### config.mk
export PLATFORM = sky130hd
export DESIGN_NAME = wb_xbar
export DESIGN_NICKNAME = d
export VERILOG_FILES = /design/src/soc_bus_pkg.sv /design/src/wb_xbar.sv
export SDC_FILE = /design/constraint.sdc
export NUM_CORES = 1
export LEC_CHECK = 0
export BUFFER_PORTS_ARGS = -buffer_cell sky130_fd_sc_hd__buf_2
export CAP_MARGIN = 20
export CORE_AREA = 5 5 112 114
export CTS_BUF_LIST = sky130_fd_sc_hd__clkbuf_4 sky130_fd_sc_hd__clkbuf_8
export CTS_CLUSTER_DIAMETER = 30
export CTS_CLUSTER_SIZE = 24
export DETAILED_ROUTE_END_ITERATION = 10
export DIE_AREA = 0 0 117 119
export GPL_TIMING_DRIVEN = 0
export RECOVER_POWER = 100
export SYNTH_ARGS = -nofsm -noshare
export SYNTH_HDL_FRONTEND = slang
export SYNTH_SLANG_ARGS = --single-unit
### constraint.sdc
create_clock -name usb_clk -period 2.5 [get_ports usb_clk]
set_clock_uncertainty 0.05 [all_clocks]
set_input_delay 0.5 -clock usb_clk [delete_from_list [all_inputs] [get_ports usb_clk]]
set_output_delay 0.5 -clock usb_clk [all_outputs]
set_load 0.02 [all_outputs]
### src/soc_bus_pkg.sv
`default_nettype none

package soc_bus_pkg;

	localparam int BUS_AW = 32;
	localparam int BUS_DW = 32;

	typedef logic [BUS_AW-1:0]   bus_addr_t;
	typedef logic [BUS_DW-1:0]   bus_data_t;
	typedef logic [BUS_DW/8-1:0] bus_sel_t;

	localparam int RAM_WORDS = 256;

	typedef logic [$clog2(RAM_WORDS)-1:0] ram_addr_t; // Word index into RAM.
	typedef logic [9:0]                   reg_addr_t; // Word offset in a 4 KiB window.

	////////////////////////////////////////
	// Address map

	localparam bus_addr_t ADDR_SPACE_RAM_MAIN = 32'h1000_0000;
	localparam bus_addr_t ADDR_MASK_RAM_MAIN  = 32'h0000_03ff;

	localparam bus_addr_t ADDR_SPACE_GPIO  = 32'h4000_0000;
	localparam bus_addr_t ADDR_SPACE_PLIC  = 32'h4009_0000;
	localparam bus_addr_t ADDR_SPACE_TIMER = 32'h4010_0000;
	localparam bus_addr_t ADDR_MASK_PERI   = 32'h0000_0fff; // Same size for all peripherals.

endpackage

`default_nettype wire
### src/wb_xbar.sv
`timescale 1ns/1ps
`default_nettype none

module wb_xbar
	import soc_bus_pkg::*;
(
	input  wire logic      usb_clk,
	input  wire logic      rst_n_i,
	input  wire logic      wb_cyc_i,
	input  wire logic      wb_stb_i,
	input  wire logic      wb_we_i,
	input  wire bus_addr_t wb_adr_i,
	input  wire bus_data_t wb_dat_i,
	input  wire bus_sel_t  wb_sel_i,
	output bus_data_t      wb_dat_o,
	output logic           wb_ack_o,
	output logic           wb_err_o,
	output logic           cyc_o,
	output logic           we_o,
	output bus_data_t      dat_o,
	output bus_sel_t       sel_o,
	output logic           ram_stb_o,
	output logic           gpio_stb_o,
	output logic           timer_stb_o,
	output logic           plic_stb_o,
	output ram_addr_t      ram_adr_o,
	output reg_addr_t      reg_adr_o,
	input  wire bus_data_t ram_dat_i,
	input  wire logic      ram_ack_i,
	input  wire bus_data_t gpio_dat_i,
	input  wire logic      gpio_ack_i,
	input  wire bus_data_t timer_dat_i,
	input  wire logic      timer_ack_i,
	input  wire bus_data_t plic_dat_i,
	input  wire logic      plic_ack_i
);

	logic hit_ram;
	logic hit_gpio;
	logic hit_timer;
	logic hit_plic;
	logic miss;
	logic err_q;

	assign hit_ram   = (wb_adr_i & ~ADDR_MASK_RAM_MAIN) == ADDR_SPACE_RAM_MAIN;
	assign hit_gpio  = (wb_adr_i & ~ADDR_MASK_PERI) == ADDR_SPACE_GPIO;
	assign hit_timer = (wb_adr_i & ~ADDR_MASK_PERI) == ADDR_SPACE_TIMER;
	assign hit_plic  = (wb_adr_i & ~ADDR_MASK_PERI) == ADDR_SPACE_PLIC;
	assign miss      = ~(hit_ram | hit_gpio | hit_timer | hit_plic);

	assign cyc_o       = wb_cyc_i;
	assign we_o        = wb_we_i;
	assign dat_o       = wb_dat_i;
	assign sel_o       = wb_sel_i;
	assign ram_stb_o   = wb_stb_i & hit_ram;
	assign gpio_stb_o  = wb_stb_i & hit_gpio;
	assign timer_stb_o = wb_stb_i & hit_timer;
	assign plic_stb_o  = wb_stb_i & hit_plic;
	assign ram_adr_o   = wb_adr_i[$bits(ram_addr_t)+1:2]; // Byte to word address.
	assign reg_adr_o   = wb_adr_i[$bits(reg_addr_t)+1:2];

	// Unmapped accesses get err with the timing of a device ack.
	always_ff @(posedge usb_clk or negedge rst_n_i) begin
		if (!rst_n_i) begin
			err_q <= 1'b0;
		end else begin
			err_q <= wb_cyc_i & wb_stb_i & miss & ~err_q;
		end
	end

	always_comb begin
		wb_dat_o = '0; // Misses read as zero.
		wb_ack_o = 1'b0;
		if (hit_ram) begin
			wb_dat_o = ram_dat_i;
			wb_ack_o = ram_ack_i;
		end else if (hit_gpio) begin
			wb_dat_o = gpio_dat_i;
			wb_ack_o = gpio_ack_i;
		end else if (hit_timer) begin
			wb_dat_o = timer_dat_i;
			wb_ack_o = timer_ack_i;
		end else if (hit_plic) begin
			wb_dat_o = plic_dat_i;
			wb_ack_o = plic_ack_i;
		end
	end

	assign wb_err_o = err_q;

endmodule

`default_nettype wire

Yosys cells after proc, flatten, opt, wreduce, memory -nomap -nowiden:

Index checks and enable logic that the tools add are counted.

* bitwise logic cells: 12
* muxes and demuxes: 8
* equal/unequal tests: 4

Operator list (number)
* 32-bit two-way mux: 4
* 20-bit by 19-bit equality test with 1-bit output, second input constant: 3
* 22-bit by 19-bit equality test with 1-bit output, second input constant: 1
* 1-bit AND: 7
* 1-bit two-way mux: 4
* 1-bit bitwise OR: 3
* 1-bit NOT: 2

* flip-flop bits (word level): 1
* output and inout bits: 94
* bits of input ports: 205

Depth between registers and ports, before layout:

Gate-level depths: netlist of run 1.

* depth in word-level cells: 7
* depth in mapped cells: 6
* gate-level depth less buffers: 4

Worst setup path after synthesis of run 1:

Ideal clock, no wire load.

* path kind: input-to-output
* start point: input port wb_adr_i[30]
* end point: output port wb_dat_o[10]
* slack: 0.128 ns
* cell stages on the path: 5
* required time: 1.950 ns
* arrival time: 1.822 ns
* buffers on the path: 2
* cells stage by stage: or4b_4 > buf_6 > nor3_4 > buf_6 > a22o_1

* longest elaborated chain between the ends: 5
* elaborated cells between the ends (all ways): 8

Ends and longest elaborated chain
* from (decl): line wb_xbar.sv:12 `input wire bus_addr_t wb_adr_i,`
* 20-bit by 19-bit equality test with 1-bit output: line wb_xbar.sv:48 `assign hit_plic = (wb_adr_i & ~ADDR_MASK_PERI) == ADDR_SPACE_PLIC;`
* 32-bit two-way mux: line wb_xbar.sv:83 `end else if (hit_plic) begin`
* 32-bit two-way mux: line wb_xbar.sv:80 `end else if (hit_timer) begin`
* 32-bit two-way mux: line wb_xbar.sv:77 `end else if (hit_gpio) begin`
* 32-bit two-way mux *: line wb_xbar.sv:74 `if (hit_ram) begin`
* to (decl): line wb_xbar.sv:15 `output bus_data_t wb_dat_o,`

Every way passes the cells marked *; elsewhere a longest branch is shown, timed or not.

Worst setup path in the final report of run 1:

* start point: input port wb_adr_i[13]
* end point: output port wb_dat_o[29]

The elaborated chain is that of the path after synthesis.

==> results.json, run 1 <==
{
  "status": "finished, violations left",
  "violations": "setup timing",
  "yosys_warnings": 0,
  "layout.area.seq_um2": 25.0,
  "fmax_mhz": 395,
  "die_area_mm2": 0.0139,
  "worst_setup_path_end_kind": "output pin",
  "grt_max_degree": 11,
  "vdd_drop_max_mv": 0.0960,
  "ys_types": 23,
  "die_w_um": 117,
  "grt_pass1_wl_mm": 15.8,
  "finalHoldViolCount": 0,
  "avgSynthCellArea_um2": 6.52,
  "final_cell_mix": "buf_2 (155), buf_4 (76), clkbuf_1 (58), buf_6 (39), nand2_1 (35)",
  "path_common_cell": "buf_6",
  "arrival_ps": 1980,
  "powerDensity_mw_per_mm2": 127,
  "n_antenna_cell": 0,
  "hp-class": "in -> async",
  "fin_crit_ps": 2530,
  "leakage_nw": 1.92,
  "clk_latency_ps": 0,
  "crit_path_start_kind": "input pin",
  "io_buffers": 251,
  "setup_ws_ps": -33.0,
  "critical-path-max-stage-delay_ps": 290,
  "path_class": "in -> out",
  "drt_iter0_drc": 89,
  "via_per_inst": 4.35,
  "gp_congestion": 0.817,
  "core_region_area_mm2": 0.0113,
  "syn_nets": 480,
  "fin_area_mm2": 0.00365,
  "drtPass1Iterations": 5,
  "io_pins": 299,
  "multi_input_area_mm2": 0.00128,
  "totalWireLength_mm": 11.0,
  "timing.rr.start": "wb_err_o",
  "gr-total-overflow": 0,
  "p_total_mw": 0.463,
  "area_growth_pct": 104,
  "syn_area_mm2": 0.00179,
  "layout.nets": 744,
  "place_area_mm2": 0.00323,
  "reg2reg_slack_ps": 1650,
  "dp_worst_setup_slack_ps": -514,
  "remaining_drc_errors": 0,
  "cp_max_fo": 6,
  "fin_setup_tns_ps": -330,
  "worst_slew_pin_slew_ps": 445,
  "track_usage": 0.140,
  "antenna_found_initial": 0,
  "grt_pass1_vias": 3014,
  "slew_headroom": 0.703,
  "path_cells": "buf_6 -> nor4_2 -> nand3_1 -> buf_6 -> nor3_4 -> buf_12 -> buf_8 -> a22o_1 -> buf_6",
  "routedWlPerCell_um": 16.2,
  "die_height_um": 119,
  "cap_viol_max_count": 0,
  "drive_above_1_share": 0.549,
  "ys_seq_area_frac": 0.0139,
  "fin_crit_sh": 1.01,
  "critPathSlowestCell": "nor4_2",
  "r2r-end": "wb_err_o",
  "ant_nets": 0,
  "ff2ff_path_depth": 2,
  "finalMaxSlewViolations": 0,
  "path_clk_slew_ps": 0,
  "initial_utilization": 0.158,
  "rsz0062_at_grt": "true",
  "largest_register_ffs": 1,
  "cp.required_ps": 1950,
  "rows": 39,
  "n_fill_cell": 1288,
  "layout_commonest_cell": "buf_2",
  "setup-violations-final": 23,
  "syn_inst": 275,
  "fin_util": 0.323,
  "dr_total_vias": 2960,
  "hpwl_mm": 8.78,
  "hold_buffers": 0,
  "ys_ff_latch": 1
}
==> logic make-up after synthesis <==
logic type,count (synthesis),synth area share
DFF,1,0.0139
and+or+nand+nor,93,0.284
buffers and inverters,81,0.308
AOI/OAI and AO/OA,100,0.394
==> cell type report <==
type | count | share of cell area
Buffer | 77 | 0.164
Tap cell | 143 | 0.0490
Timing Repair Buffer | 266 | 0.429
Sequential cell | 1 | 0.00685
Multi-Input combinational cell | 193 | 0.351
==> Yosys cell counts <==
cell type | count | share of area
buf_4 | 56 | 0.23
nand2_1 | 35 | 0.073
a21oi_1 | 34 | 0.095
a22o_1 | 33 | 0.16
a22oi_1 | 33 | 0.14
nand2b_1 | 33 | 0.12
clkbuf_1 | 14 | 0.029
buf_2 | 7 | 0.020
buf_6 | 4 | 0.025
nor3_1 | 4 | 0.011
nor4_1 | 3 | 0.010
and2_1 | 2 | 0.0070
and3_1 | 2 | 0.0070
and3b_1 | 2 | 0.0098
nand3_1 | 2 | 0.0056
nand3b_1 | 2 | 0.0084
nor2_1 | 2 | 0.0042
nor2b_1 | 2 | 0.0070
and4_1 | 1 | 0.0049
dfrtp_1 | 1 | 0.014
nor2_2 | 1 | 0.0035
nor3_4 | 1 | 0.0091
or4b_4 | 1 | 0.0077
==> per-stage QoR <==
step | std cells | hold slack, ps
after floorplan | 275 | 154
after global placement | 669 | 226
after detailed placement | 669 | 226
after CTS | 677 | 226
after global routing | 680 | 234
final | 680 | 227
==> worst max-delay path: cells and delay by family <==
family / cells / cell delay [ps]
and+or+nand+nor: 3 / 640
buffers and inverters: 5 / 660
AOI/OAI and AO/OA: 1 / 180
==> worst max path at each step <==
stage            startpoint      endpoint  slack (ps)  depth (start not counted)
2_1_floorplan  wb_adr_i[30]  wb_dat_o[10]         130                          5
3_3_place_gp   wb_adr_i[16]  wb_dat_o[29]        -530                          7
3_5_place_dp   wb_adr_i[16]  wb_dat_o[29]        -510                          7
4_1_cts        wb_adr_i[10]  wb_dat_o[29]         -80                          7
5_1_grt        wb_adr_i[13]  wb_dat_o[29]        -130                          9
6_report       wb_adr_i[13]  wb_dat_o[29]         -30                          9
==> routing by layer <==
metal | track usage | vias up | share of wire | routed length (um)
met5 | 0 | - | 0 | 0
met4 | 0.00932 | 0 | 0.0049 | 54
met3 | 0.0228 | 4 | 0.085 | 941
met2 | 0.276 | 158 | 0.54 | 5940
met1 | 0.161 | 1336 | 0.37 | 4070
li1 | - | 1462 | - | -
==> power breakdown <==
group | switching (mW) | total [mW] | internal (mW)
Combinational | 0.214 | 0.445 | 0.231
Sequential | 0.000542 | 0.0179 | 0.0174
Clock | 0 | 0 | 0
Total | 0.215 | 0.463 | 0.248
==> repair_timing <==
action	CTS	global route
setup endpoints to repair	37	34
gates resized for setup	93	29
pin swaps	17	11
buffers inserted	8	5
hold endpoints to repair	0	0
cloned	2	0
Power figures use the tool's default switching activity.
==> run 2: changes to the inputs <==
--- a/config.mk
+++ b/config.mk
@@ -10,11 +10,12 @@
 export CORE_AREA = 5 5 112 114
 export CTS_BUF_LIST = sky130_fd_sc_hd__clkbuf_4 sky130_fd_sc_hd__clkbuf_8
 export CTS_CLUSTER_DIAMETER = 30
-export CTS_CLUSTER_SIZE = 24
+export CTS_CLUSTER_SIZE = 8
 export DETAILED_ROUTE_END_ITERATION = 10
 export DIE_AREA = 0 0 117 119
 export GPL_TIMING_DRIVEN = 0
-export RECOVER_POWER = 100
+export MAX_ROUTING_LAYER = met4
+export RECOVER_POWER = 50
 export SYNTH_ARGS = -nofsm -noshare
 export SYNTH_HDL_FRONTEND = slang
 export SYNTH_SLANG_ARGS = --single-unit
==> run 2 against run 1 <==
  * The flow still finishes with violations (setup timing)
  * Critical endpoint is now wb_dat_o[28]
  * Final area rose by 0.92%
  * First-iteration DRC count fell by 9.0%
  * Wire length rose by 0.28%
  * Highest routed layer unchanged
  * Register-to-register slack barely moved
  * Critical path type unchanged
  * Combinational power rose by 1%
  * Largest cell class unchanged
==> results.json, run 2 (synthesis gave the netlist of run 1 again) <==
{
  "powerDensity_mw_per_mm2": 127,
  "track_usage": 0.144,
  "remaining_drc_errors": 0,
  "initial_utilization": 0.158,
  "rows": 39,
  "antenna_found_initial": 0,
  "layout.nets": 744,
  "slew_headroom": 0.708,
  "routedWlPerCell_um": 16.2,
  "totalWireLength_mm": 11.0,
  "fmax_mhz": 396,
  "area_growth_pct": 106,
  "core_region_area_mm2": 0.0113,
  "hold_buffers": 0,
  "fin_crit_ps": 2530,
  "crit_path_start_kind": "input pin",
  "fin_util": 0.326,
  "grt_pass1_wl_mm": 15.8,
  "finalMaxSlewViolations": 0,
  "drt_iter0_drc": 81,
  "io_pins": 299,
  "arrival_ps": 1980,
  "worst_slew_pin_slew_ps": 437,
  "dp_worst_setup_slack_ps": -514,
  "dr_total_vias": 2962,
  "path_common_cell": "buf_6",
  "critPathSlowestCell": "nor4_2",
  "rsz0062_at_grt": "true",
  "status": "finished, violations left",
  "worst_hold_slack_ps": 227,
  "die_w_um": 117,
  "critical-path-max-stage-delay_ps": 290,
  "grt_pass1_vias": 3018,
  "cap_viol_max_count": 0,
  "hpwl_mm": 8.78,
  "vdd_drop_max_mv": 0.0960,
  "drtPass1Iterations": 4,
  "cp_max_fo": 6,
  "gr-total-overflow": 0,
  "setup_ws_ps": -27.5,
  "via_per_inst": 4.36,
  "leakage_nw": 2.00,
  "n_antenna_cell": 0,
  "fin_setup_tns_ps": -216,
  "grt_max_degree": 11,
  "p_total_mw": 0.469,
  "drive_above_1_share": 0.600,
  "finalHoldViolCount": 0,
  "clk_latency_ps": 0,
  "path_class": "in -> out",
  "violations": "setup timing",
  "final_cell_mix": "buf_2 (182), buf_4 (76), buf_6 (39), nand2_1 (35), a21oi_1 (34)",
  "hp-class": "in -> async",
  "ant_nets": 0,
  "worst_setup_path_end_kind": "output pin",
  "path_buf_inv": 5,
  "setup-violations-final": 20,
  "path_clk_slew_ps": 0,
  "gp_congestion": 0.830,
  "layout_commonest_cell": "buf_2",
  "die_height_um": 119,
  "path_cells": "buf_6 -> nor4_2 -> nand3_1 -> buf_6 -> nor3_4 -> buf_12 -> buf_8 -> a22o_1 -> buf_6",
  "io_buffers": 251,
  "path_delay_family": "buffers and inverters",
  "die_area_mm2": 0.0139,
  "fin_crit_sh": 1.01,
  "cp.required_ps": 1950,
  "largest_register_ffs": 1
}
## run 2: cell types whose count changed in the layout (fill, tap and decap cells not counted), sizes merged
cell    previous run  this run
buf              276       303
clkbuf            67        40
## run 2: worst paths after layout
kind                                      to          from  slack (ps)  depth (start not counted)
worst max-delay path            wb_dat_o[28]  wb_adr_i[13]         -30                          9
worst min-delay path                wb_err_o       rst_n_i         230                          1
worst max register to register      wb_err_o      wb_err_o        1650                          2
worst min register to register      wb_err_o      wb_err_o         500                          2
max in group asynchronous           wb_err_o       rst_n_i        2090                          1
min in group usb_clk                wb_err_o      wb_err_o         500                          2
## run 2: power breakdown
| part | internal, mW | switching, mW | leakage (nW) |
|---|---|---|---|
| logic | 0.237 | 0.214 | 1.98 |
| clock network | 0 | 0 | 0 |
| registers | 0.0174 | 0.000543 | 0.0131 |
| total | 0.255 | 0.214 | 2.00 |
## run 2: metrics by stage
| stage | instances | instance area [um2] |
|---|---|---|
| global route | 680 | 3690 |
| detailed placement | 669 | 3230 |
| CTS | 677 | 3600 |
| floorplan | 275 | 1790 |
| global placement | 669 | 3230 |
| finish | 680 | 3690 |
## run 2: final cells by class
class / count / area [um2]
fillers: 1280 / 7630
repair buffers: 266 / 1600
multi-input cells: 193 / 1280
plain buffers: 77 / 599
well taps: 143 / 179
flip-flops and latches: 1 / 25.0
## run 2: timing repair
item	4_1_cts	5_1_grt
pin swaps	17	11
gates resized for setup	93	29
buffers inserted	8	5
cloned	2	0
setup endpoints to repair	37	34
## run 2: metal layers
metal  vias to the layer above  part of all wire  global-route usage
met5                         -                 0                   -
li1                       1462                 -                   -
met1                      1337              0.38               0.165
met4                         0            0.0049             0.00932
met3                         4             0.075              0.0152
met2                       159              0.54               0.276
