[config.mk]
export PLATFORM = sky130hd
export DESIGN_NAME = rv_timer
export DESIGN_NICKNAME = d
export VERILOG_FILES = /design/src/soc_bus_pkg.sv /design/src/soc_periph_pkg.sv /design/src/rv_timer.sv
export SDC_FILE = /design/constraint.sdc
export NUM_CORES = 1
export LEC_CHECK = 0
export BUFFER_PORTS_ARGS = -buffer_cell sky130_fd_sc_hd__buf_2
export CELL_PAD_IN_SITES_DETAIL_PLACEMENT = 1
export CELL_PAD_IN_SITES_GLOBAL_PLACEMENT = 2
export CORE_MARGIN = 8
export CORE_UTILIZATION = 39
export CTS_CLUSTER_SIZE = 16
export DETAILED_ROUTE_END_ITERATION = 6
export PLACE_DENSITY_LB_ADDON = 0.1
export SLEW_MARGIN = 20
export SYNTH_ARGS = -nofsm -noshare
export SYNTH_HDL_FRONTEND = slang
export SYNTH_SLANG_ARGS = --single-unit
[constraint.sdc]
create_clock -name usb_clk -period 5.1 [get_ports usb_clk]
set_input_delay 0.255 -clock usb_clk [delete_from_list [all_inputs] [get_ports usb_clk]]
set_output_delay 0.255 -clock usb_clk [all_outputs]
set_load 0.05 [all_outputs]
[src/soc_bus_pkg.sv]
`default_nettype none

package soc_bus_pkg;

	localparam int BUS_AW = 32;
	localparam int BUS_DW = 32;

	typedef logic [BUS_AW-1:0]   bus_addr_t;
	typedef logic [BUS_DW-1:0]   bus_data_t;
	typedef logic [BUS_DW/8-1:0] bus_sel_t;

	localparam int RAM_WORDS = 256;

	typedef logic [$clog2(RAM_WORDS)-1:0] ram_addr_t; // Word index into RAM.
	typedef logic [9:0]                   reg_addr_t; // Word offset in a 4 KiB window.

	////////////////////////////////////////
	// Address map

	localparam bus_addr_t ADDR_SPACE_RAM_MAIN = 32'h1000_0000;
	localparam bus_addr_t ADDR_MASK_RAM_MAIN  = 32'h0000_03ff;

	localparam bus_addr_t ADDR_SPACE_GPIO  = 32'h4000_0000;
	localparam bus_addr_t ADDR_SPACE_PLIC  = 32'h4009_0000;
	localparam bus_addr_t ADDR_SPACE_TIMER = 32'h4010_0000;
	localparam bus_addr_t ADDR_MASK_PERI   = 32'h0000_0fff; // Same size for all peripherals.

endpackage

`default_nettype wire
[src/soc_periph_pkg.sv]
`default_nettype none

package soc_periph_pkg;
	import soc_bus_pkg::*;

	localparam int GPIO_W = 8;
	typedef logic [GPIO_W-1:0] gpio_t;

	localparam int N_IRQ_SRC = 9;
	typedef logic [N_IRQ_SRC-1:0] irq_src_t;
	typedef logic [3:0]           irq_id_t; // Zero means none.

	localparam irq_id_t IRQ_ID_GPIO0 = 4'd1; // Pin k has id k+1.
	localparam irq_id_t IRQ_ID_TIMER = 4'd9;

	////////////////////////////////////////
	// Register word offsets

	localparam reg_addr_t GPIO_DATA_IN     = 10'd0;
	localparam reg_addr_t GPIO_DATA_OUT    = 10'd1;
	localparam reg_addr_t GPIO_DATA_OE     = 10'd2;
	localparam reg_addr_t GPIO_INTR_ENABLE = 10'd3;
	localparam reg_addr_t GPIO_INTR_STATE  = 10'd4;

	localparam reg_addr_t TIMER_CTRL        = 10'd0;
	localparam reg_addr_t TIMER_MTIME       = 10'd1;
	localparam reg_addr_t TIMER_MTIMECMP    = 10'd2;
	localparam reg_addr_t TIMER_INTR_ENABLE = 10'd3;

	localparam reg_addr_t PLIC_PENDING = 10'd0;
	localparam reg_addr_t PLIC_ENABLE  = 10'd1;
	localparam reg_addr_t PLIC_CLAIM   = 10'd2;

endpackage

`default_nettype wire

[src/rv_timer.sv]
`timescale 1ns/1ps
`default_nettype none

module rv_timer
	import soc_bus_pkg::*;
	import soc_periph_pkg::*;
(
	input  wire logic      usb_clk,
	input  wire logic      rst_n_i,
	input  wire logic      cyc_i,
	input  wire logic      stb_i,
	input  wire logic      we_i,
	input  wire reg_addr_t adr_i,
	input  wire bus_data_t dat_i,
	output bus_data_t      dat_o,
	output logic           ack_o,
	output logic           intr_o
);

	logic      access;
	logic      wr;
	logic      enable_q;
	logic      intr_en_q;
	bus_data_t mtime_q;
	bus_data_t mtimecmp_q;

	assign access = cyc_i & stb_i & ~ack_o;
	assign wr     = access & we_i;

	always_ff @(posedge usb_clk or negedge rst_n_i) begin
		if (!rst_n_i) begin
			ack_o      <= 1'b0;
			enable_q   <= 1'b0;
			intr_en_q  <= 1'b0;
			mtime_q    <= '0;
			mtimecmp_q <= '0;
			intr_o     <= 1'b0;
		end else begin
			ack_o  <= access;
			intr_o <= intr_en_q & (mtime_q >= mtimecmp_q); // Registered compare.
			if (wr && adr_i == TIMER_MTIME) begin
				mtime_q <= dat_i; // Software write wins over the tick.
			end else if (enable_q) begin
				mtime_q <= mtime_q + 1'b1;
			end
			if (wr) begin
				case (adr_i)
					TIMER_CTRL:        enable_q   <= dat_i[0];
					TIMER_MTIMECMP:    mtimecmp_q <= dat_i;
					TIMER_INTR_ENABLE: intr_en_q  <= dat_i[0];
					default: ;
				endcase
			end
		end
	end

	always_ff @(posedge usb_clk) begin
		if (access && !we_i) begin
			case (adr_i)
				TIMER_CTRL:        dat_o <= bus_data_t'(enable_q);
				TIMER_MTIME:       dat_o <= mtime_q;
				TIMER_MTIMECMP:    dat_o <= mtimecmp_q;
				TIMER_INTR_ENABLE: dat_o <= bus_data_t'(intr_en_q);
				default:           dat_o <= '0;
			endcase
		end
	end

endmodule

`default_nettype wire

After elaboration in Yosys (flattened, before gate mapping)
Index checks and enable logic that the tools add are counted.
{ "word_totals": {"elab_cells": 28, "output_inout_bits": 34, "register_bits": 100, "inputBits": 47} }
{ "classes": {"n_reduce_logical": 8, "order_cmp": 1, "eq_ne": 3, "bitwise_logic": 5, "n_addsub": 1, "muxes": 3} }
{ "ops": {"columns": ["op", "n"], "rows": [
  ["one-hot mux 32 bit (4 select lines)", 1],
  ["2-to-1 mux 32 bit", 2],
  ["adder 32 x 1 -> 32 bit, second input constant", 1],
  [">= comparator 32 bit", 1],
  ["equality test 10 x 2 -> 1 bit, second input constant", 2],
  ["equality test 10 x 1 -> 1 bit, second input constant", 1],
  ["zero test 10 bit", 1],
  ["AND reduction 2 bit", 3],
  ["AND 1 bit", 4],
  ["logical AND 1 bit", 2],
  ["nonzero test 2 bit", 1],
  ["zero test 1 bit", 1],
  ["NOT 1 bit", 1]
]} }

Depth between registers and ports, before layout
Gate-level depths: netlist of the first run.
{ "depth": {"depth_word": 5, "depth_mapped": 7, "mapped_depth_nobuf": 7} }

Worst setup path after synthesis of the first run
OpenSTA, ideal clock, no wires.
{ "synth_timing": {"path_type": "reg-to-reg", "startpoint": "register ack_o", "endpoint": "register dat_o[0] (enable)", "required_time_ns": 4.675, "period_less_slack_ns": 2.748, "arrival_ns": 2.323, "path_buffers": 0, "path_slack_ns": 2.352, "setup_time_ns": 0.425, "stages_incl_launch_ff": 3, "cell_sequence": "dfrtp_1 and3b_1 nor2b_1"} }
{ "synth_via": {"elab_chain_len": 3} }
{ "synth_lines": {"columns": ["element", "line", "text"], "rows": [
  ["start, declared", "rv_timer.sv:16", "output logic ack_o,"],
  ["start signal, assigned", "rv_timer.sv:39", "ack_o <= access;"],
  ["NOT 1 bit", "rv_timer.sv:27", "assign access = cyc_i & stb_i & ~ack_o;"],
  ["AND 1 bit", "rv_timer.sv:27", null],
  ["net access", "rv_timer.sv:20", "logic access;"],
  ["logical AND 1 bit", "rv_timer.sv:58", "if (access && !we_i) begin"],
  ["end signal, assigned", "rv_timer.sv:60", "TIMER_CTRL: dat_o <= bus_data_t'(enable_q);"],
  ["end signal, assigned", "rv_timer.sv:61", "TIMER_MTIME: dat_o <= mtime_q;"],
  ["end signal, assigned", "rv_timer.sv:62", "TIMER_MTIMECMP: dat_o <= mtimecmp_q;"],
  ["end, declared", "rv_timer.sv:15", "output bus_data_t dat_o,"]
]} }
The timed path passes the listed nets, and every way through them passes these cells.
A chain may end at the register's enable or synchronous reset.

Worst setup path in the final report of the first run
{ "layout_timing": {"startpoint": "register mtime_q[3]", "endpoint": "register mtime_q[31]"} }
{ "layout_via": {"elab_chain_len": 3} }
{ "layout_lines": {"columns": ["element", "line", "text"], "rows": [
  ["start, declared", "rv_timer.sv:24", "bus_data_t mtime_q;"],
  ["start signal, assigned", "rv_timer.sv:42", "mtime_q <= dat_i;"],
  ["start signal, assigned", "rv_timer.sv:44", "mtime_q <= mtime_q + 1'b1;"],
  ["adder 32 x 1 -> 32 bit", "rv_timer.sv:44", null],
  ["2-to-1 mux 32 bit", "rv_timer.sv:43", "end else if (enable_q) begin"],
  ["2-to-1 mux 32 bit", "rv_timer.sv:41", "if (wr && adr_i == TIMER_MTIME) begin"]
]} }
No other way between the ends. The select of a mux whose other input is x is not followed.

==> results.ini, run 1 <==
[synthesis]
synthArstFlopShare_pct=68.0
synthCells=503
synth_area_leaders=dfrtp_1 33%, edfxtp_1 18%, ha_1 7.9%
synth_top_cell_area_share_pct=32.7
synth_area_leader_cell=dfrtp_1
synth_cell_type_count=46
syn-num-nets=583
synth_warnings=0
yosys_register_bits=100
synthMostInstantiatedCell=dfrtp_1
yosysSeqAreaShare_pct=51.1
synth_common_cells=68 x dfrtp_1, 50 x nand2_1, 40 x inv_1
syn_area_sq_mm=0.00521
synth_flop_cell=dfrtp_1
syn_area_per_cell_sq_um=10.4
synth_enable_flop_cells=32

[clocking]
clockBufferDepth=2
cts_sinks=100
holdBufCountCts=0
clkLatencyLatePin_ns=0.35
cts_root_buf=clkbuf_16
cts-resized-gates=0
cts_tree=done
cts_setup_buffers=0
cts_buffers=9
clk_pin_slew_ns=0.07
htree_levels=3

[worst_setup_path]
startpoint=mtime_q[3]
reg2reg_slack_ns=2.55
end_kind=flop
r2r-end=mtime_q[31]
worstPathRequired_ns=5.37
rr_worst_depth=5
crit_fanout=11
startpoint_type=flop
cpPeakStageDelay_ns=0.62
worst_path_most_repeated_cell=or3_1
crit_chain=and3_1 > nand4_1 > or3_1 > or3_1 > a31oi_1
worstPathArrival_ns=2.83
path_class=flop to flop
r2r-start=mtime_q[3]
slowest_stage=nand4_1

[sta]
finalCritPeriodShare_pct=50.1
max_freq_mhz=392
grt_setup_unrepaired=false
slew_violations=0
slew_headroom_pct=34.1
post-route-min-period_ns=2.55
final-hold-violation-count=0
tightestPinTransition_ns=0.985
finClkSkew_ns=0.00814
setup_tns_ns=0
setup_viol=0
whs_ns=0.109

[finish]
antenna_cells=0
areaGrowthSynthToFinish_pct=17.6
num-fill-cells=1510
post-route-util_pct=46.6
drive_above_1_share_pct=20.5
layout.nets=656

[floorplan]
die_y_microns=132
fp.coreArea_sq_mm=0.0131
initial_utilization_pct=39.6
rows=42
die_area_sq_mm=0.0173
ios=81
die_width_microns=132

[drt]
antenna_left=0
viasPerCell=5.25
wl_mm=13.8
drc=0
drtIter0Drc=180
drtPass1Iterations=4
detail_route.wl_per_cell_microns=18.2
vias=3974

[outcome]
status=complete, no violations

[global_routing]
overflow=0
antenna_found_initial=0
grt_max_degree=69
grt_pass1_vias=4450
grtUsageTotal_pct=16.8
grt_pass1_wl_mm=23.4

[flow_run]
drv_cap=0

[placed_design]
gp_congestion=0.781
numPortBuffers=80
dp_hpwl_mm=9.21

[power_and_ir_drop]
p_leak_uw=0.00284
powerDensity_mw_per_mm2=280
vdd_drop_max_mv=0.136

[hold_path]
hp-class=input pin to asynchronous set/reset pin

## layout make-up
class	count	area (sq um)	area share (%)
Clock inverter	6	87.6	1.43
Timing Repair Buffer	87	472	7.70
Inverter	40	150	2.45
Multi-Input combinational cell	338	2290	37.4
Clock buffer	10	239	3.90
Tap cell	176	220	3.60
Sequential cell	100	2660	43.5
## report_power, final
part	leakage, uW	internal, uW	total, uW	switching [uW]
Sequential	0.000977	837	850	12.5
Clock	0.000151	443	758	315
Combinational	0.00171	40.7	105	64.0
## worst max-delay path, delay by kind of cell (launching register included)
kind	cells	cell delay [ns]
AOI/OAI and AO/OA	1	0.16
and+or+nand+nor	4	1.86
DFF	1	0.45
## registers in the layout, indices dropped and copies added (netlist names)
signal	flops
mtime_q	32
enable_q	1
intr_en_q	1
intr_o	1
dat_o	32
mtimecmp_q	32
ack_o	1
## stage by stage
step                      worst slack, ns  power, uW  instances  cell area [sq um]
after floorplan                      2.35        918        503               5210
after global placement               2.40        969        739               5760
after detailed placement             2.28        971        739               5760
after CTS                            2.52       1730        755               6090
after global routing                 2.34       1770        757               6120
final                                2.55       1710        757               6120
## layer usage
layer  part of all wire, %  vias to the layer above  global-route usage (%)
li1                      -                     1926                       -
met1                    48                     1966                    22.2
met2                    47                       70                    27.0
met3                   3.1                       12                    2.93
met4                   1.6                        0                    6.32
met5                     0                        -                       0
## worst max path at each step
stage               slack, ns             to
floorplan                2.35       dat_o[0]
global placement         2.40  mtimecmp_q[0]
detailed placement       2.28  mtimecmp_q[0]
CTS                      2.52  mtimecmp_q[0]
global route             2.34    mtime_q[31]
finish                   2.55    mtime_q[31]
## layout by cell type (no fill, tap or decap), types with 2 or more instances in the layout
master | synthesis | layout
buf_2 | 17 | 80
dfrtp_1 | 68 | 68
nand2_1 | 50 | 50
inv_1 | 40 | 40
a21oi_1 | 39 | 39
nor2_1 | 39 | 38
ha_1 | 33 | 33
edfxtp_1 | 32 | 32
a22o_1 | 31 | 31
o21ai_1 | 30 | 30
xnor2_1 | 25 | 25
nand3_1 | 10 | 10
nor4_1 | 9 | 9
clkbuf_16 | 0 | 9
and3_1 | 8 | 8
nand4_1 | 8 | 8
o21ai_0 | 5 | 5
nor3_1 | 6 | 5
xor2_1 | 5 | 5
buf_4 | 2 | 5
mux2_2 | 4 | 4
a21o_1 | 3 | 3
and2_1 | 3 | 3
and4_1 | 3 | 3
clkinvlp_4 | 0 | 3
nor4_2 | 2 | 2
o21a_1 | 2 | 2
or3_1 | 3 | 2
bufinv_16 | 0 | 2
clkbuf_8 | 0 | 2
## kinds of logic after synthesis
family                   count (synthesis)  synth area share, %
buffers and inverters                   65                 5.24
multiplexers                             7                 1.71
flip-flops                             100                 51.1
AND/OR/NAND/NOR                        150                 14.6
AO/OA/AOI/OAI                          118                 14.3
XOR/XNOR                                30                 5.05
adder cells (fa/ha/maj)                 33                 7.93
Power figures use the tool's default switching activity.
==> inputs of run 2 (changes only) <==
--- a/config.mk
+++ b/config.mk
@@ -9,7 +9,7 @@
 export CELL_PAD_IN_SITES_DETAIL_PLACEMENT = 1
 export CELL_PAD_IN_SITES_GLOBAL_PLACEMENT = 2
 export CORE_MARGIN = 8
-export CORE_UTILIZATION = 39
+export CORE_UTILIZATION = 33
 export CTS_CLUSTER_SIZE = 16
 export DETAILED_ROUTE_END_ITERATION = 6
 export PLACE_DENSITY_LB_ADDON = 0.1
==> constraint.sdc (replaced) <==
create_clock -name usb_clk -period 2.3 [get_ports usb_clk]
set_input_delay 0.115 -clock usb_clk [delete_from_list [all_inputs] [get_ports usb_clk]]
set_output_delay 0.115 -clock usb_clk [all_outputs]
set_load 0.05 [all_outputs]
==> results.ini, run 2 (synthesized netlist as in run 1, its figures left out) <==
[clocking]
htree_levels=3
cts_root_buf=clkbuf_16
clkLatencyLatePin_ns=0.35
clockBufferDepth=2
cts_setup_buffers=0
cts_tree=done
clk_pin_slew_ns=0.07
cts_sinks=100
cts_buffers=9

[flow_run]
drv_cap=0

[sta]
fin_ws_ns=0.183
post-route-min-period_ns=2.12
tightestPinTransition_ns=0.510
slew_headroom_pct=66.0
final-hold-violation-count=0
slew_violations=0
setup_viol=0
finClkSkew_ns=0.00437
max_freq_mhz=472
finalCritPeriodShare_pct=92.0

[power_and_ir_drop]
p_leak_uw=0.00297
vdd_drop_max_mv=0.358
powerDensity_mw_per_mm2=573

[drt]
drtPass1Iterations=4
antenna_left=0
drc=0
wl_mm=14.4
drtIter0Drc=136
vias=4128
viasPerCell=4.99
detail_route.wl_per_cell_microns=17.4

[finish]
layout.nets=686
top_regs=dat_o x32, mtime_q x32, mtimecmp_q x32
areaGrowthSynthToFinish_pct=24.1
final_cell_mix=80 x buf_2, 68 x dfrtp_1, 50 x nand2_1
final_area_sq_mm=0.00646
final_common_cell=buf_2
drive_above_1_share_pct=20.6
antenna_cells=0

[floorplan]
rows=46
initial_utilization_pct=33.3
die_area_sq_mm=0.0201
die_width_microns=142
ios=81
die_y_microns=142
fp.coreArea_sq_mm=0.0157

[placed_design]
pre_cts_slack_ns=0.132
placed_cell_area_sq_mm=0.00595
dp_hpwl_mm=9.76
numPortBuffers=80
gp_congestion=0.770

[hold_path]
hold_start=dat_i[23]
hold_path_end=mtimecmp_q[23]
hold_depth=3
hp-class=input pin to flop

[worst_setup_path]
r2r-end=intr_o
rr_worst_depth=7
end_kind=flop
reg2reg_slack_ns=0.18
r2r-start=mtime_q[0]
crit_fanout=5
worstPathArrival_ns=2.34
path_class=flop to flop
startpoint_type=flop
worstPathRequired_ns=2.53

[global_routing]
grt_max_degree=69
grt_pass1_vias=4452
overflow=0
antenna_found_initial=0
grt_pass1_wl_mm=23.7
grtUsageTotal_pct=15.1

[outcome]
status=complete, no violations

[run 2: final cells by class]
cell class,count,area (sq um)
Clock inverter,7,67.6
Multi-Input combinational cell,338,2290
Clock buffer,9,225
Sequential cell,100,2660
Inverter,40,150
Timing Repair Buffer,117,796
Tap cell,216,270
Fill cell,1796,9200
[run 2: report_power, final]
part	internal, uW	total [uW]	switching, uW
sequential	1860	1880	23.6
combinational	121	278	157
clock	839	1540	706
[run 2: stage by stage]
| step | power (uW) | TNS [ns] | hold WS (ns) | std cells | utilization [%] |
|---|---|---|---|---|---|
| 2_1_floorplan | 2040 | 0 | -0.181 | 503 | - |
| 3_3_place_gp | 2170 | 0 | 0.187 | 789 | 38.0 |
| 3_5_place_dp | 2170 | 0 | 0.178 | 789 | 38.0 |
| 4_1_cts | 3770 | 0 | 0.00515 | 827 | 41.3 |
| 5_1_grt | 3860 | -0.0439 | 0.0286 | 827 | 41.3 |
| 6_report | 3700 | 0 | 0.0107 | 827 | 41.3 |
[run 2: worst max-delay path: stages, from the launching register on]
cell       delay (ns)
dfrtp_1          0.43
inv_1            0.07
ha_1             0.28
nand2b_1         0.15
a2111oi_1        0.44
o21ai_0          0.21
a211oi_1         0.29
o21ai_0          0.14
[run 2: repair_timing]
item,4_1_cts,5_1_grt
hold buffers,22,0
endpoints found under the setup margin,0,1
gates resized for setup,0,1
hold endpoints to repair,90,0
[run 2: layer usage]
layer  global-route usage, %  up-vias  routed length, microns
met4                    6.16        0                     246
met1                    19.7     2047                    6870
met2                    24.1       74                    6680
met3                    2.92       14                     602
met5                       0        -                       0
li1                        -     1993                       -
[run 2: worst max path at each step]
stage / start / to / slack, ns / cells after the start
4_1_cts: mtime_q[0] / intr_o / 0.09 / 7
6_report: mtime_q[0] / intr_o / 0.18 / 7
3_3_place_gp: mtime_q[0] / intr_o / 0.29 / 7
2_1_floorplan: ack_o / dat_o[0] / 0.16 / 2
5_1_grt: mtime_q[0] / intr_o / -0.04 / 7
3_5_place_dp: mtime_q[0] / intr_o / 0.13 / 7
